File: src/source/cpuPkg.sv
`default_nettype none

package cpuPkg;

	// Datapath sizes
	localparam int dataWidth = 16;
	localparam int regAddrWidth = 4;
	localparam int imemDepth = 256;
	localparam int dmemDepth = 256;
	localparam int imemAddrWidth = $clog2(imemDepth);
	localparam int dmemAddrWidth = $clog2(dmemDepth);

	// Opcode 0011 has no instruction, so this word flows as a no-op
	localparam logic [dataWidth-1:0] nopWord = 16'h3000;

	// Forwarding selects for the execute operands
	localparam logic [1:0] fwdReg = 2'd0;
	localparam logic [1:0] fwdWb = 2'd1;
	localparam logic [1:0] fwdMem = 2'd2;

	// Gaps in the encoding decode as no-ops
	typedef enum logic [3:0] {
		ADD = 4'b0000,
		SUB = 4'b0001,
		XOR = 4'b0010,
		SLL = 4'b0100,
		SRA = 4'b0101,
		LW = 4'b1000,
		SW = 4'b1001,
		LLB = 4'b1010,
		B = 4'b1100,
		BR = 4'b1101,
		PCS = 4'b1110,
		HLT = 4'b1111
	} opcodeT;

	// Branch condition in bits 11 to 9
	typedef enum logic [2:0] {
		NE, EQ, GT, LT, GE, LE, OV, ALWAYS
	} condT;

	// Writeback source
	typedef enum logic [1:0] {
		fromAlu, fromMem, fromImm, fromPcs
	} dataSrcT;

	typedef struct packed {
		logic n;
		logic v;
		logic z;
	} flagsT;

	typedef struct packed {
		logic regWrite;
		logic memRead;
		logic memWrite;
		logic aluSrcImm;
		logic setsFlags;
		logic halt;
		dataSrcT dataSrc;
	} ctrlT;

	typedef struct packed {
		logic [dataWidth-1:0] instr;
		logic [dataWidth-1:0] pcNext;
	} ifIdT;

	typedef struct packed {
		ctrlT ctrl;
		opcodeT op;
		logic [regAddrWidth-1:0] rd;
		logic [regAddrWidth-1:0] rs;
		logic [regAddrWidth-1:0] rt;
		logic [dataWidth-1:0] rsData;
		logic [dataWidth-1:0] rtData;
		logic [dataWidth-1:0] imm;
		logic [dataWidth-1:0] pcNext;
	} idExT;

	typedef struct packed {
		ctrlT ctrl;
		logic [regAddrWidth-1:0] rd;
		logic [dataWidth-1:0] aluOut;
		logic [dataWidth-1:0] storeData;
		logic [dataWidth-1:0] imm;
		logic [dataWidth-1:0] pcNext;
	} exMemT;

	typedef struct packed {
		ctrlT ctrl;
		logic [regAddrWidth-1:0] rd;
		logic [dataWidth-1:0] aluOut;
		logic [dataWidth-1:0] memOut;
		logic [dataWidth-1:0] imm;
		logic [dataWidth-1:0] pcNext;
	} memWbT;

	// Register write as seen from outside
	typedef struct packed {
		logic en;
		logic [regAddrWidth-1:0] rd;
		logic [dataWidth-1:0] data;
	} wbEventT;

endpackage

`default_nettype wire

File: src/source/hazardControl.sv
`default_nettype none
`timescale 1ns/100ps

module hazardControl (
	input logic [cpuPkg::dataWidth-1:0] instrIf,
	input cpuPkg::ifIdT ifId,
	input cpuPkg::idExT idEx,
	input cpuPkg::exMemT exMem,
	input cpuPkg::memWbT memWb,
	input logic branchTaken,
	output logic stall,
	output logic squash,
	output logic bubble,
	output logic [1:0] forwardA,
	output logic [1:0] forwardB
);

	cpuPkg::opcodeT decOp;
	logic [cpuPkg::regAddrWidth-1:0] decRs;
	logic [cpuPkg::regAddrWidth-1:0] decRt;
	logic usesRs, usesRt;
	logic loadUse, flagWait, regWait, haltRepeat;

	// Memory stage first, then writeback, then the register value
	function automatic logic [1:0] fwdSel(input logic [cpuPkg::regAddrWidth-1:0] src);
		if (exMem.ctrl.regWrite && exMem.rd == src) return cpuPkg::fwdMem;
		if (memWb.ctrl.regWrite && memWb.rd == src) return cpuPkg::fwdWb;
		return cpuPkg::fwdReg;
	endfunction

	// Sources of the instruction in decode
	assign decOp = cpuPkg::opcodeT'(ifId.instr[15:12]);
	assign decRs = ifId.instr[7:4];
	// SW reads rd as its store data
	assign decRt = (decOp == cpuPkg::SW) ? ifId.instr[11:8] : ifId.instr[3:0];
	assign usesRs = decOp inside {cpuPkg::ADD, cpuPkg::SUB, cpuPkg::XOR, cpuPkg::SLL,
		cpuPkg::SRA, cpuPkg::LW, cpuPkg::SW, cpuPkg::BR};
	assign usesRt = decOp inside {cpuPkg::ADD, cpuPkg::SUB, cpuPkg::XOR, cpuPkg::SW};

	// Load in execute feeding decode
	assign loadUse = idEx.ctrl.memRead
		&& ((usesRs && idEx.rd == decRs) || (usesRt && idEx.rd == decRt));
	// Flags land at the end of execute
	assign flagWait = decOp == cpuPkg::B && idEx.ctrl.setsFlags;
	// BR target register still in flight
	assign regWait = decOp == cpuPkg::BR
		&& ((idEx.ctrl.regWrite && idEx.rd == decRs)
		|| (exMem.ctrl.regWrite && exMem.rd == decRs));

	assign stall = loadUse || flagWait || regWait;
	assign bubble = stall;

	// Squash a held HLT refetched behind the copy in decode
	assign haltRepeat = instrIf[15:12] == cpuPkg::HLT && decOp == cpuPkg::HLT;
	assign squash = !stall && (branchTaken || haltRepeat);

	assign forwardA = fwdSel(idEx.rs);
	assign forwardB = fwdSel(idEx.rt);

endmodule

`default_nettype wire

File: config.mk
export PLATFORM = sky130hd
export DESIGN_NAME = hazardControl
export DESIGN_NICKNAME = d
export VERILOG_FILES = /design/src/source/cpuPkg.sv /design/src/source/hazardControl.sv
export SDC_FILE = /design/constraint.sdc
export NUM_CORES = 1
export LEC_CHECK = 0
export ABC_AREA = 1
export ABC_CLOCK_PERIOD_IN_PS = 1000
export BUFFER_PORTS_ARGS = -buffer_cell sky130_fd_sc_hd__buf_2
export CAP_MARGIN = 15
export CORE_AREA = 3 3 112 114
export DETAILED_ROUTE_END_ITERATION = 6
export DIE_AREA = 0 0 115 117
export PLACE_DENSITY = 0.51
export SETUP_SLACK_MARGIN = 0.1
export SYNTH_ARGS = -nofsm -noshare
export SYNTH_HDL_FRONTEND = slang
export SYNTH_SLANG_ARGS = --single-unit
File: constraint.sdc
create_clock -name vclk -period 1
set_clock_uncertainty 0.15 [all_clocks]
set_input_delay 0 -clock vclk [all_inputs]
set_output_delay 0 -clock vclk [all_outputs]
set_load 0.005 [all_outputs]
==> summary.md, run 1 <==
| Metric | Value |
|---|---|
| Classification of the worst setup path | input port to output pin |
| Placer's final routability congestion estimate | roughly 0.75 |
| Total wirelength of the detailed-routed design | 3.32 mm |
| Final cycle utilization of the critical path | 133% |
| Reg area | 0 sq um |
| Horizontal die dimension | between 100 and 150 microns |
| Number of I/O port buffers | 53 |
| First-pass GRT wire length | 4.92 mm |
| Number of design-rule violations left by the first detailed-router iteration | 18 |
| Routed vias/inst | around 3.2 |
| Antenna violations before repair | 1 |
| Post-placement setup slack | -0.398 ns |
| # Max-Cap Violations | 0 |
| Share of final-layout standard cells stronger than drive strength 1 | 53.9% |
| Mean instance size in the synthesized netlist | between 5 and 6 sq um |
| Required arrival time at the worst endpoint | approximately 0.85 ns |
| Chip height | between 100 and 150 microns |
| Initial Util | under 10% |
| Total Routing Usage GR | 4.42% |
| Final-stage net count | 482 |
| Number of warnings printed during yosys synthesis | 0 |
| Critical Path End Type | output pin |
| Highest-utilization routing layer at the global route stage | met2 |
| Congestion Overflow GR | 0 |
| Die ar. | approximately 0.013 sq mm |
| Peak clock frequency supported by timing | roughly 0.75 GHz |
| Via count of the first global-routing pass | slightly above 1000 |
| Number of max-slew violations in the final report | 0 |
| Core Region | around 0.012 sq mm |
| Gate Count Post-Synth | roughly 120 |
| Number of nets still failing antenna checks after routing | 0 |
| Area added between synthesis and finish | 131% |
| Maximum number of pins on one net before global-route repair | 8 |
| Mapped cell area | ~600 sq um |
| Final period demand of the worst path | 1.33 ns |
| Met1 routing resource usage after global routing | a little over 6% |
| Detailed-placement wirelength estimate | a little under 3 mm |
| Areal power density over the cells | between 300 and 400 mW/mm^2 |
| Wire length per cell after detailed routing | about 9.9 microns |
| RSZ-0062 raised after global routing | yes |
| DRC violations left | 0 |
| Number of failing hold endpoints at the final stage | 0 |
| Failing checks | negative setup slack |
| Actual slew at the worst max-slew pin | between 0.2 and 0.25 ns |
| PnR worst setup slack | -0.332 ns |
| Row count | 39 |
| Dpl cells | between 300 and 400 |
| Maximum fanout count along the critical path | 7 |
| Proportion of synthesized chip area in sequential cells | 0% |
| Count of inserted antenna diode cells | 0 |
| Relative max-transition margin | a little over four fifths |
| Net count after synthesis | 406 |
| Fin cells | 334 |
| Count of distinct cell types in the synthesized netlist | 26 |
| Final count of negative-setup-slack endpoints | 6 |
| Worst-case vdd ir drop | around 0.00014 V |
| Post-Route Setup TNS | -1.04 ns |
| Met2 track demand over resource in global routing | under 10% |
| Static power due to leakage | between 0.7 and 0.8 nW |
| Detailed Routing Iterations Pass 1 | 4 |
| Count of clock buffers in the final design | 0 |
| Worst hold path class | input port to output pin |
| Via count | around 1100 |
| Number of flip-flops and latches | 0 |
| Arrival @ worst endpoint | about 1.2 ns |
| Outcome | complete, but fails checks |
| Fillcell total | between 1000 and 1500 |
| Crit start category | input port |
| Met3 global-route usage | less than 1% |
| I/O pin cnt | around 300 |
-- cell usage after synthesis (2+ instances only) --
library cell	count	area, sq um
nand2_1	30	113
xnor2_1	2	17.5
inv_1	21	78.8
nand4_1	2	12.5
nor2_1	9	33.8
a21oi_1	4	20.0
o22ai_1	6	37.5
a211oi_1	2	15.0
o31ai_1	2	15.0
nor3_1	3	15.0
nor2_4	2	22.5
nand3_1	11	55.1
nand3b_1	2	15.0
xor2_1	8	70.1
a31oi_1	2	12.5
-- where the power goes --
group          switching [W]  internal [W]
logic               0.000235      0.000265
clock network              0             0
registers                  0             0
-- area by class of cell --
class	instances	area [sq um]	area share, %
multi-input combinational	94	594	42.2
timing repair buffer	75	520	36.9
tap	143	179	12.7
inverter	22	115	8.17
-- critical path, cell delays in order --
cell	delay [ns]
buf_12	0.09
inv_12	0.03
nor2_4	0.20
nand3_1	0.14
a21oi_1	0.18
nor2_1	0.06
nand3_1	0.07
nand2_1	0.05
nand2_1	0.07
nand2_2	0.07
nor2_2	0.10
buf_2	0.11
-- metal layers --
metal | wire, microns | vias to the layer above
li1 | - | 533
met1 | 1520 | 478
met2 | 1600 | 39
met3 | 187 | 2
met4 | 0 | 2
met5 | 20 | -
-- final timing paths --
path / start / end / slack (ns) / cells after the start
setup / recovery: ifId[28] / squash / -0.33 / 12
hold / removal: branchTaken / squash / 0.13 / 4
-- what timing repair did --
action                                  4_1_cts  5_1_grt
endpoints found under the hold margin         0        0
buffers inserted                              3        1
endpoints found under the setup margin        7        7
gates resized for setup                      28       22
pin swaps                                     8        9
hold buffers                                  0        0
-- placed cells by master, fill, tap and decap left out, types with 4 or more instances in the layout --
cell	Yosys	final
buf_6	0	4
nand2_2	1	5
buf_4	1	22
inv_1	21	15
nand3_1	11	10
nand2_1	30	26
buf_2	0	43
inv_4	0	5
xor2_1	8	7
o22ai_1	6	4
nor2_1	9	8
buf_8	0	5
-- through the flow --
step	area [sq um]	util (%)	total power (W)	hold WS, ns
3_5_place_dp	1220	10.6	0.000415	0.138
3_3_place_gp	1220	10.6	0.000411	0.135
6_report	1410	12.2	0.000500	0.132
4_1_cts	1330	11.5	0.000465	0.138
2_1_floorplan	634	-	0.000179	-0.0443
5_1_grt	1410	12.2	0.000554	0.181
-- logic make-up after synthesis --
| group | synth area share (%) |
|---|---|
| and+or+nand+nor | 50.9 |
| AOI/OAI and AO/OA | 19.9 |
| xor gates and xnor gates | 14.4 |
| buffers and inverters | 14.8 |
No activity file was read; power rests on OpenSTA's default activity.
==> run 2, diff against run 1 <==
- ABC_AREA: 1 -> 0
- CORE_AREA: 3 3 112 114 -> 3 3 114 116
- DIE_AREA: 0 0 115 117 -> 0 0 117 119
- PLACE_DENSITY: 0.51 -> 0.49
==> run 2 against run 1 <==
The flow still finishes with violations (negative setup slack). Utilization shrank 1.3 points. Total power shrank 8.1%. Synthesized cell count shrank 37%. Worst setup slack lost 0.24 ns.
==> summary.md, run 2 <==
| Metric | Value |
|---|---|
| Detailed Routing Iterations Pass 1 | 4 (unchanged) |
| Initial Util | 4.68% (-0.61 points) |
| Launch instance of the worst min-delay path | memWb[75] |
| Area added between synthesis and finish | 133% |
| Proportion of synthesized chip area in sequential cells | 0% (unchanged) |
| Number of design-rule violations left by the first detailed-router iteration | 23 (+5) |
| Arrival @ worst endpoint | 1.42 ns (+0.24 ns) |
| Chip height | 119 microns (+1.7%) |
| Switching power total | 0.000205 W (-13%) |
| Relative max-transition margin | 78.4% (-6.0 points) |
| Critical Path End Type | output pin |
| Clock Power Share | 0% (unchanged) |
| Worst hold path class | input port to output pin |
| Min-Delay Path Depth | 4 (unchanged) |
| Horizontal die dimension | 117 microns (+1.7%) |
| Number of warnings printed during yosys synthesis | 0 (unchanged) |
| # Max-Cap Violations | 0 (unchanged) |
| Total wirelength of the detailed-routed design | 2.92 mm (-12%) |
| Final period demand of the worst path | 1.57 ns (+0.239 ns) |
| Net count after synthesis | 363 (-11%) |
| Final count of negative-setup-slack endpoints | 5 (-1) |
| Mapped cell area | 562 sq um (-7.8%) |
| Failing checks | negative setup slack |
| Number of nets still failing antenna checks after routing | 0 (unchanged) |
| Peak clock frequency supported by timing | 0.637 GHz (-15%) |
| Crit start category | input port |
| Congestion Overflow GR | 0 (unchanged) |
| Post-DP Area | 0.00113 sq mm (-7.4%) |
| Via count | 779 (-26%) |
| Die ar. | 0.0139 sq mm (+3.5%) |
| Detailed-placement wirelength estimate | 2.68 mm (-7.8%) |
| Number of flip-flops and latches | 0 (unchanged) |
| Actual slew at the worst max-slew pin | 0.321 ns (+0.0896 ns) |
| Most frequent standard cell in the layout excluding fill and tap cells | buf_2 |
| Multi-input combinational cell area | 661 sq um (+11%) |
| Via count of the first global-routing pass | 793 (-22%) |
| I/O pin cnt | 296 (unchanged) |
| Biggest area contributors in the synthesized netlist | xor2_1, xnor2_1, mux2i_1, nor4_1, mux2i_4 |
| Gate Count Post-Synth | 74 (-37%) |
| Post-placement setup slack | -0.575 ns (-0.177 ns) |
| Comb power frac | 100.0% (about the same) |
| Worst Hold Slack | 0.160 ns (+0.0281 ns) |
| Placer's final routability congestion estimate | 0.731 (-2.6%) |
| Areal power density over the cells | 351 mW/mm^2 (-1.2%) |
| Number of failing hold endpoints at the final stage | 0 (unchanged) |
| Maximum number of pins on one net before global-route repair | 7 (-1) |
| Final design instance area without fill | 0.00131 sq mm (-7.0%) |
| First-pass GRT wire length | 4.24 mm (-14%) |
| Total Routing Usage GR | 3.91% (-0.51 points) |
| Count of distinct cell types in the synthesized netlist | 27 (+3.8%) |
| Count of inserted antenna diode cells | 0 (unchanged) |
| Share of Yosys cell area claimed by the top area cell type | 31.2% (+13 points) |
| Maximum fanout count along the critical path | 3 (-4) |
| Static power due to leakage | 0.564 nW (-21%) |
| Most frequent cell after synthesis | xor2_1 |
| Most instantiated cells after synthesis | xor2_1, nand2_1, xnor2_1 |
| Worst-case vdd ir drop | 0.000125 V (-12%) |
| End of the worst hold path | forwardA[0] |
| Routed vias/inst | 2.68 (-15%) |
| PnR worst setup slack | -0.571 ns (-0.239 ns) |
| Required arrival time at the worst endpoint | 0.85 ns (about the same) |
| RSZ-0062 raised after global routing | yes |
| DRC violations left | 0 (unchanged) |
| Share of final-layout standard cells stronger than drive strength 1 | 60.4% (+6.5 points) |
| Final-stage net count | 435 (-9.8%) |
| Core Region | 0.0120 sq mm (+4.3%) |
| Classification of the worst setup path | input port to output pin |
| Fillcell total | 1393 (+3.3%) |
| Cell type with the highest aggregate area in the netlist | xor2_1 |
| Sequential share of power | 0% (unchanged) |
| Leading cell types in the layout, fill and taps excluded | buf_2, xor2_1, buf_4, nand2_1, buf_6 |
| Post-layout total power | 0.000459 W (-8.1%) |
| Reg area | 0 sq um (unchanged) |
| Number of max-slew violations in the final report | 0 (unchanged) |
| Number of I/O port buffers | 53 (unchanged) |
| Power Internal | 0.000254 W (-4.0%) |
| Row count | 40 (+2.6%) |
| Wire length per cell after detailed routing | 10.0 microns (+1.1%) |
| Final cycle utilization of the critical path | 157% (+24 points) |
| Antenna violations before repair | 1 (unchanged) |
| Number of buffers added to fix hold violations after cts | 0 (unchanged) |
| Sw Share | 44.7% (-2.4 points) |
| Final core utilization | 10.9% (-1.3 points) |
| Mean instance size in the synthesized netlist | 7.59 sq um (+46%) |
| Count of clock buffers in the final design | 0 (unchanged) |
| Outcome | complete, but fails checks |
-- run 2: changes by cell type after synthesis, moves of 6 or more --
| cell | before | now |
|---|---|---|
| inv_1 | 21 | 0 |
| nand2_1 | 30 | 6 |
| nand3_1 | 11 | 2 |
| o22ai_1 | 6 | 0 |
| xor2_1 | 8 | 20 |
-- run 2: timing repair --
item	in CTS	in global routing
endpoints found under the setup margin	7	7
resized for setup	10	21
pin swaps	9	11
setup buffers	0	1
-- run 2: how the worst max path moves through the flow --
stage | to | slack, ns | start | cells after the start
4_1_cts | bubble | -0.56 | ifId[30] | 8
3_3_place_gp | bubble | -0.55 | ifId[30] | 8
6_report | bubble | -0.57 | ifId[29] | 8
3_5_place_dp | bubble | -0.58 | ifId[30] | 8
2_1_floorplan | stall | -0.40 | ifId[30] | 7
5_1_grt | bubble | -0.67 | ifId[29] | 8
-- run 2: worst max-delay path: stages --
cell and delay (ns):
buf_6 0.09, and4bb_1 0.29, buf_6 0.12, mux2_4 0.29, o211ai_2 0.17, nor4_2 0.07, or2_1 0.24, buf_2 0.14
-- run 2: layer usage --
metal	wire length (microns)	up-vias	share of wire [%]	global-route usage (%)
li1	-	403	-	-
met1	1520	332	52	6.49
met2	1160	40	40	5.37
met3	227	2	7.8	0.813
met4	0	2	0	0
met5	13	-	0.44	0
-- run 2: cell families (layout without fill, tap and decap cells) --
kind of cell | after synthesis | count (layout) | share of synthesized area [%]
simple gates | 34 | 34 | 35.2
xor+xnor | 26 | 26 | 40.5
compound gates | 7 | 7 | 9.57
mux | 5 | 5 | 11.4
buf+inv | 2 | 72 | 3.34
-- run 2: layout make-up --
cell class | count | area share (%)
Multi-Input combinational cell | 72 | 50.4
Timing Repair Buffer | 72 | 35.5
Tap cell | 147 | 14.0
-- run 2: per-stage QoR --
| step | instances | setup TNS, ns |
|---|---|---|
| after global placement | 290 | -2.19 |
| after CTS | 290 | -1.83 |
| after detailed placement | 290 | -2.24 |
| after global routing | 291 | -2.08 |
| final | 291 | -1.65 |
| after floorplan | 74 | -0.853 |
-- run 2: power by group through the flow --
stage               Clock (W)  Combinational, W  Sequential, W
CTS                         0          0.000404              0
floorplan                   0          0.000153              0
finish                      0          0.000459              0
global route                0          0.000502              0
global placement            0          0.000373              0
detailed placement          0          0.000378              0
==> run 3, diff against run 2 <==
--- a/config.mk
+++ b/config.mk
@@ -15,3 +15,2 @@
 export PLACE_DENSITY = 0.49
-export SETUP_SLACK_MARGIN = 0.1
 export SYNTH_ARGS = -nofsm -noshare
--- a/constraint.sdc
+++ b/constraint.sdc
@@ -4,2 +4,2 @@
 set_output_delay 0 -clock vclk [all_outputs]
-set_load 0.005 [all_outputs]
+set_load 0.02 [all_outputs]
==> run 3 against run 2 <==
Via count grew 4.7%. Utilization grew 1.0 points. Worst hold slack gained 0.066 ns. Worst setup slack lost 0.19 ns. The flow still finishes with violations (negative setup slack). Total power grew 14%. First-iteration DRC count shrank 8.7%. Largest power group unchanged. Critical path depth grew 2. Sequential cell count is the same. Global-route usage grew 0.25 points. Critical path type unchanged. Die area is the same. Wire length grew 3.0%. Maximum frequency shrank 11%.
==> summary.md, run 3 (synthesized netlist as in run 2, its figures left out) <==
| Metric | Value |
|---|---|
| Actual slew at the worst max-slew pin | 0.318 ns (-0.00316 ns) |
| Area added between synthesis and finish | 155% |
| Instance count on the critical path | 10 (+2) |
| Crit start category | input port |
| Leading cell types in the layout, fill and taps excluded | buf_2, buf_4, xor2_1, buf_6, nor2_1 |
| Maximum number of pins on one net before global-route repair | 7 (unchanged) |
| Classification of the worst setup path | input port to output pin |
| Routed vias/inst | 2.76 (+3.0%) |
| # Max-Cap Violations | 0 (unchanged) |
| Detailed Routing Iterations Pass 1 | 4 (unchanged) |
| Sw Share | 45.0% (+0.29 points) |
| Dpl cells | 293 (+1.0%) |
| Areal power density over the cells | 366 mW/mm^2 (+4.4%) |
| Fillcell total | 1386 (-0.50%) |
| Arrival @ worst endpoint | 1.61 ns (+0.19 ns) |
| Share of final-layout standard cells stronger than drive strength 1 | 65.8% (+5.4 points) |
| Launch instance of the worst min-delay path | memWb[75] |
| DR WL met2 | 1.46 mm (+26%) |
| Min-Delay Path Depth | 4 (unchanged) |
| Total wirelength of the detailed-routed design | 3.01 mm (+3.0%) |
| Row count | 40 (unchanged) |
| Antenna violations before repair | 1 (unchanged) |
| Outcome | complete, but fails checks |
| Top sig layer | met5 |
| Core Region | 0.0120 sq mm (unchanged) |
| Maximum fanout count along the critical path | 4 (+1) |
| End of the worst hold path | forwardA[0] |
| Worst-case vdd ir drop | 0.000160 V (+28%) |
| Fin cells | 296 (+1.7%) |
| Switching power total | 0.000236 W (+15%) |
| Most frequent standard cell in the layout excluding fill and tap cells | buf_2 |
| Chip height | 119 microns (unchanged) |
| Power Internal | 0.000288 W (+14%) |
| Wire length per cell after detailed routing | 10.2 microns (+1.3%) |
| Failing checks | negative setup slack |
| Final-stage net count | 440 (+1.1%) |
| Worst hold path class | input port to output pin |
| Reg area | 0 sq um (unchanged) |
| Cells along the critical path | buf_6 -> and4bb_2 -> buf_6 -> buf_4 -> mux2i_4 -> xnor2_2 -> nor4_4 -> buf_4 -> nor3_2 -> buf_4 |
| Clock Power Share | 0% (unchanged) |
| Slowest library cell on the worst path | and4bb_2 |
| Final cycle utilization of the critical path | 176% (+19 points) |
| Final count of negative-setup-slack endpoints | 7 (+2) |
| Number of nets still failing antenna checks after routing | 0 (unchanged) |
| Comb power frac | 100.0% (about the same) |
| Number of I/O port buffers | 53 (unchanged) |
| DRC violations left | 0 (unchanged) |
| Required arrival time at the worst endpoint | 0.85 ns (about the same) |
| PnR worst setup slack | -0.759 ns (-0.188 ns) |
| Relative max-transition margin | 78.6% (+0.21 points) |
| First-pass GRT wire length | 4.53 mm (+6.8%) |
| Detailed-placement wirelength estimate | 2.81 mm (+4.9%) |
| Detailed-routed wire length on met3 | 231 microns (+1.8%) |
| Multi-input combinational cell area | 704 sq um (+6.6%) |
| Critical Path End Type | output pin |
| Largest incremental delay on the critical path | 0.32 ns (+0.03 ns) |
| Initial Util | 4.68% (unchanged) |
| Number of flip-flops and latches | 0 (unchanged) |
| Sequential share of power | 0% (unchanged) |
| Total Routing Usage GR | 4.16% (+0.25 points) |
| Post-route met1 wirelength | 1.30 mm (-15%) |
| Count of clock buffers in the final design | 0 (unchanged) |
| Count of inserted antenna diode cells | 0 (unchanged) |
| Number of buffers added to fix hold violations after cts | 0 (unchanged) |
| RSZ-0062 raised after global routing | yes |
| Via count of the first global-routing pass | 899 (+13%) |
| Crit path max-delay family | buffers and inverters |
| Die ar. | 0.0139 sq mm (unchanged) |
| Static power due to leakage | 0.606 nW (+7.3%) |
| Buffers & Inverters on Critical Path | 5 (+2) |
| Most used cell, CP | buf_4 |
| Worst Hold Slack | 0.226 ns (+0.0659 ns) |
| Number of max-slew violations in the final report | 0 (unchanged) |
| Placer's final routability congestion estimate | 0.671 (-8.2%) |
| Via count | 816 (+4.7%) |
| Horizontal die dimension | 117 microns (unchanged) |
| Peak clock frequency supported by timing | 0.568 GHz (-11%) |
| Congestion Overflow GR | 0 (unchanged) |
| I/O pin cnt | 296 (unchanged) |
| Number of failing hold endpoints at the final stage | 0 (unchanged) |
| Final period demand of the worst path | 1.76 ns (+0.188 ns) |
| Number of design-rule violations left by the first detailed-router iteration | 21 (-8.7%) |
## run 3: cell types whose count changed in the layout (fill, tap and decap cells not counted), sizes merged
cell / before / now
buf: 72 / 77
## run 3: timing repair
action / CTS / global route
buffers inserted: 3 / 0
pin swaps: 16 / 5
setup endpoints to repair: 7 / 7
resized for setup: 33 / 9
## run 3: cell type report
type                       instances  area share (%)
multi-input combinational         72            49.2
timing repair buffer              77            37.9
tap                              147            12.8
## run 3: worst max path at each step
stage | start | end | slack, ns
detailed placement | ifId[30] | bubble | -0.84
floorplan | ifId[30] | stall | -0.49
CTS | ifId[29] | squash | -0.81
global route | ifId[30] | squash | -0.86
finish | ifId[30] | squash | -0.76
global placement | ifId[30] | bubble | -0.81
## run 3: routing by layer
| metal | vias to the layer above | track usage (%) |
|---|---|---|
| li1 | 410 | - |
| met3 | 2 | 0.559 |
| met5 | - | 0 |
| met1 | 362 | 5.39 |
| met2 | 40 | 7.68 |
| met4 | 2 | 0 |
## run 3: per-stage QoR
stage / instance area (sq um) / total power [W] / setup TNS, ns / setup slack (ns) / util, %
6_report: 1430 / 0.000524 / -2.34 / -0.759 / 11.9
5_1_grt: 1430 / 0.000571 / -2.92 / -0.863 / 11.9
4_1_cts: 1370 / 0.000502 / -2.63 / -0.811 / 11.4
3_5_place_dp: 1190 / 0.000428 / -3.18 / -0.838 / 9.92
3_3_place_gp: 1190 / 0.000423 / -3.05 / -0.807 / 9.92
2_1_floorplan: 607 / 0.000191 / -1.24 / -0.485 / -
## run 3: power by group through the flow
stage	combinational, W	clock (W)	sequential, W
2_1_floorplan	0.000191	0	0
3_3_place_gp	0.000423	0	0
3_5_place_dp	0.000428	0	0
4_1_cts	0.000502	0	0
5_1_grt	0.000571	0	0
6_report	0.000524	0	0
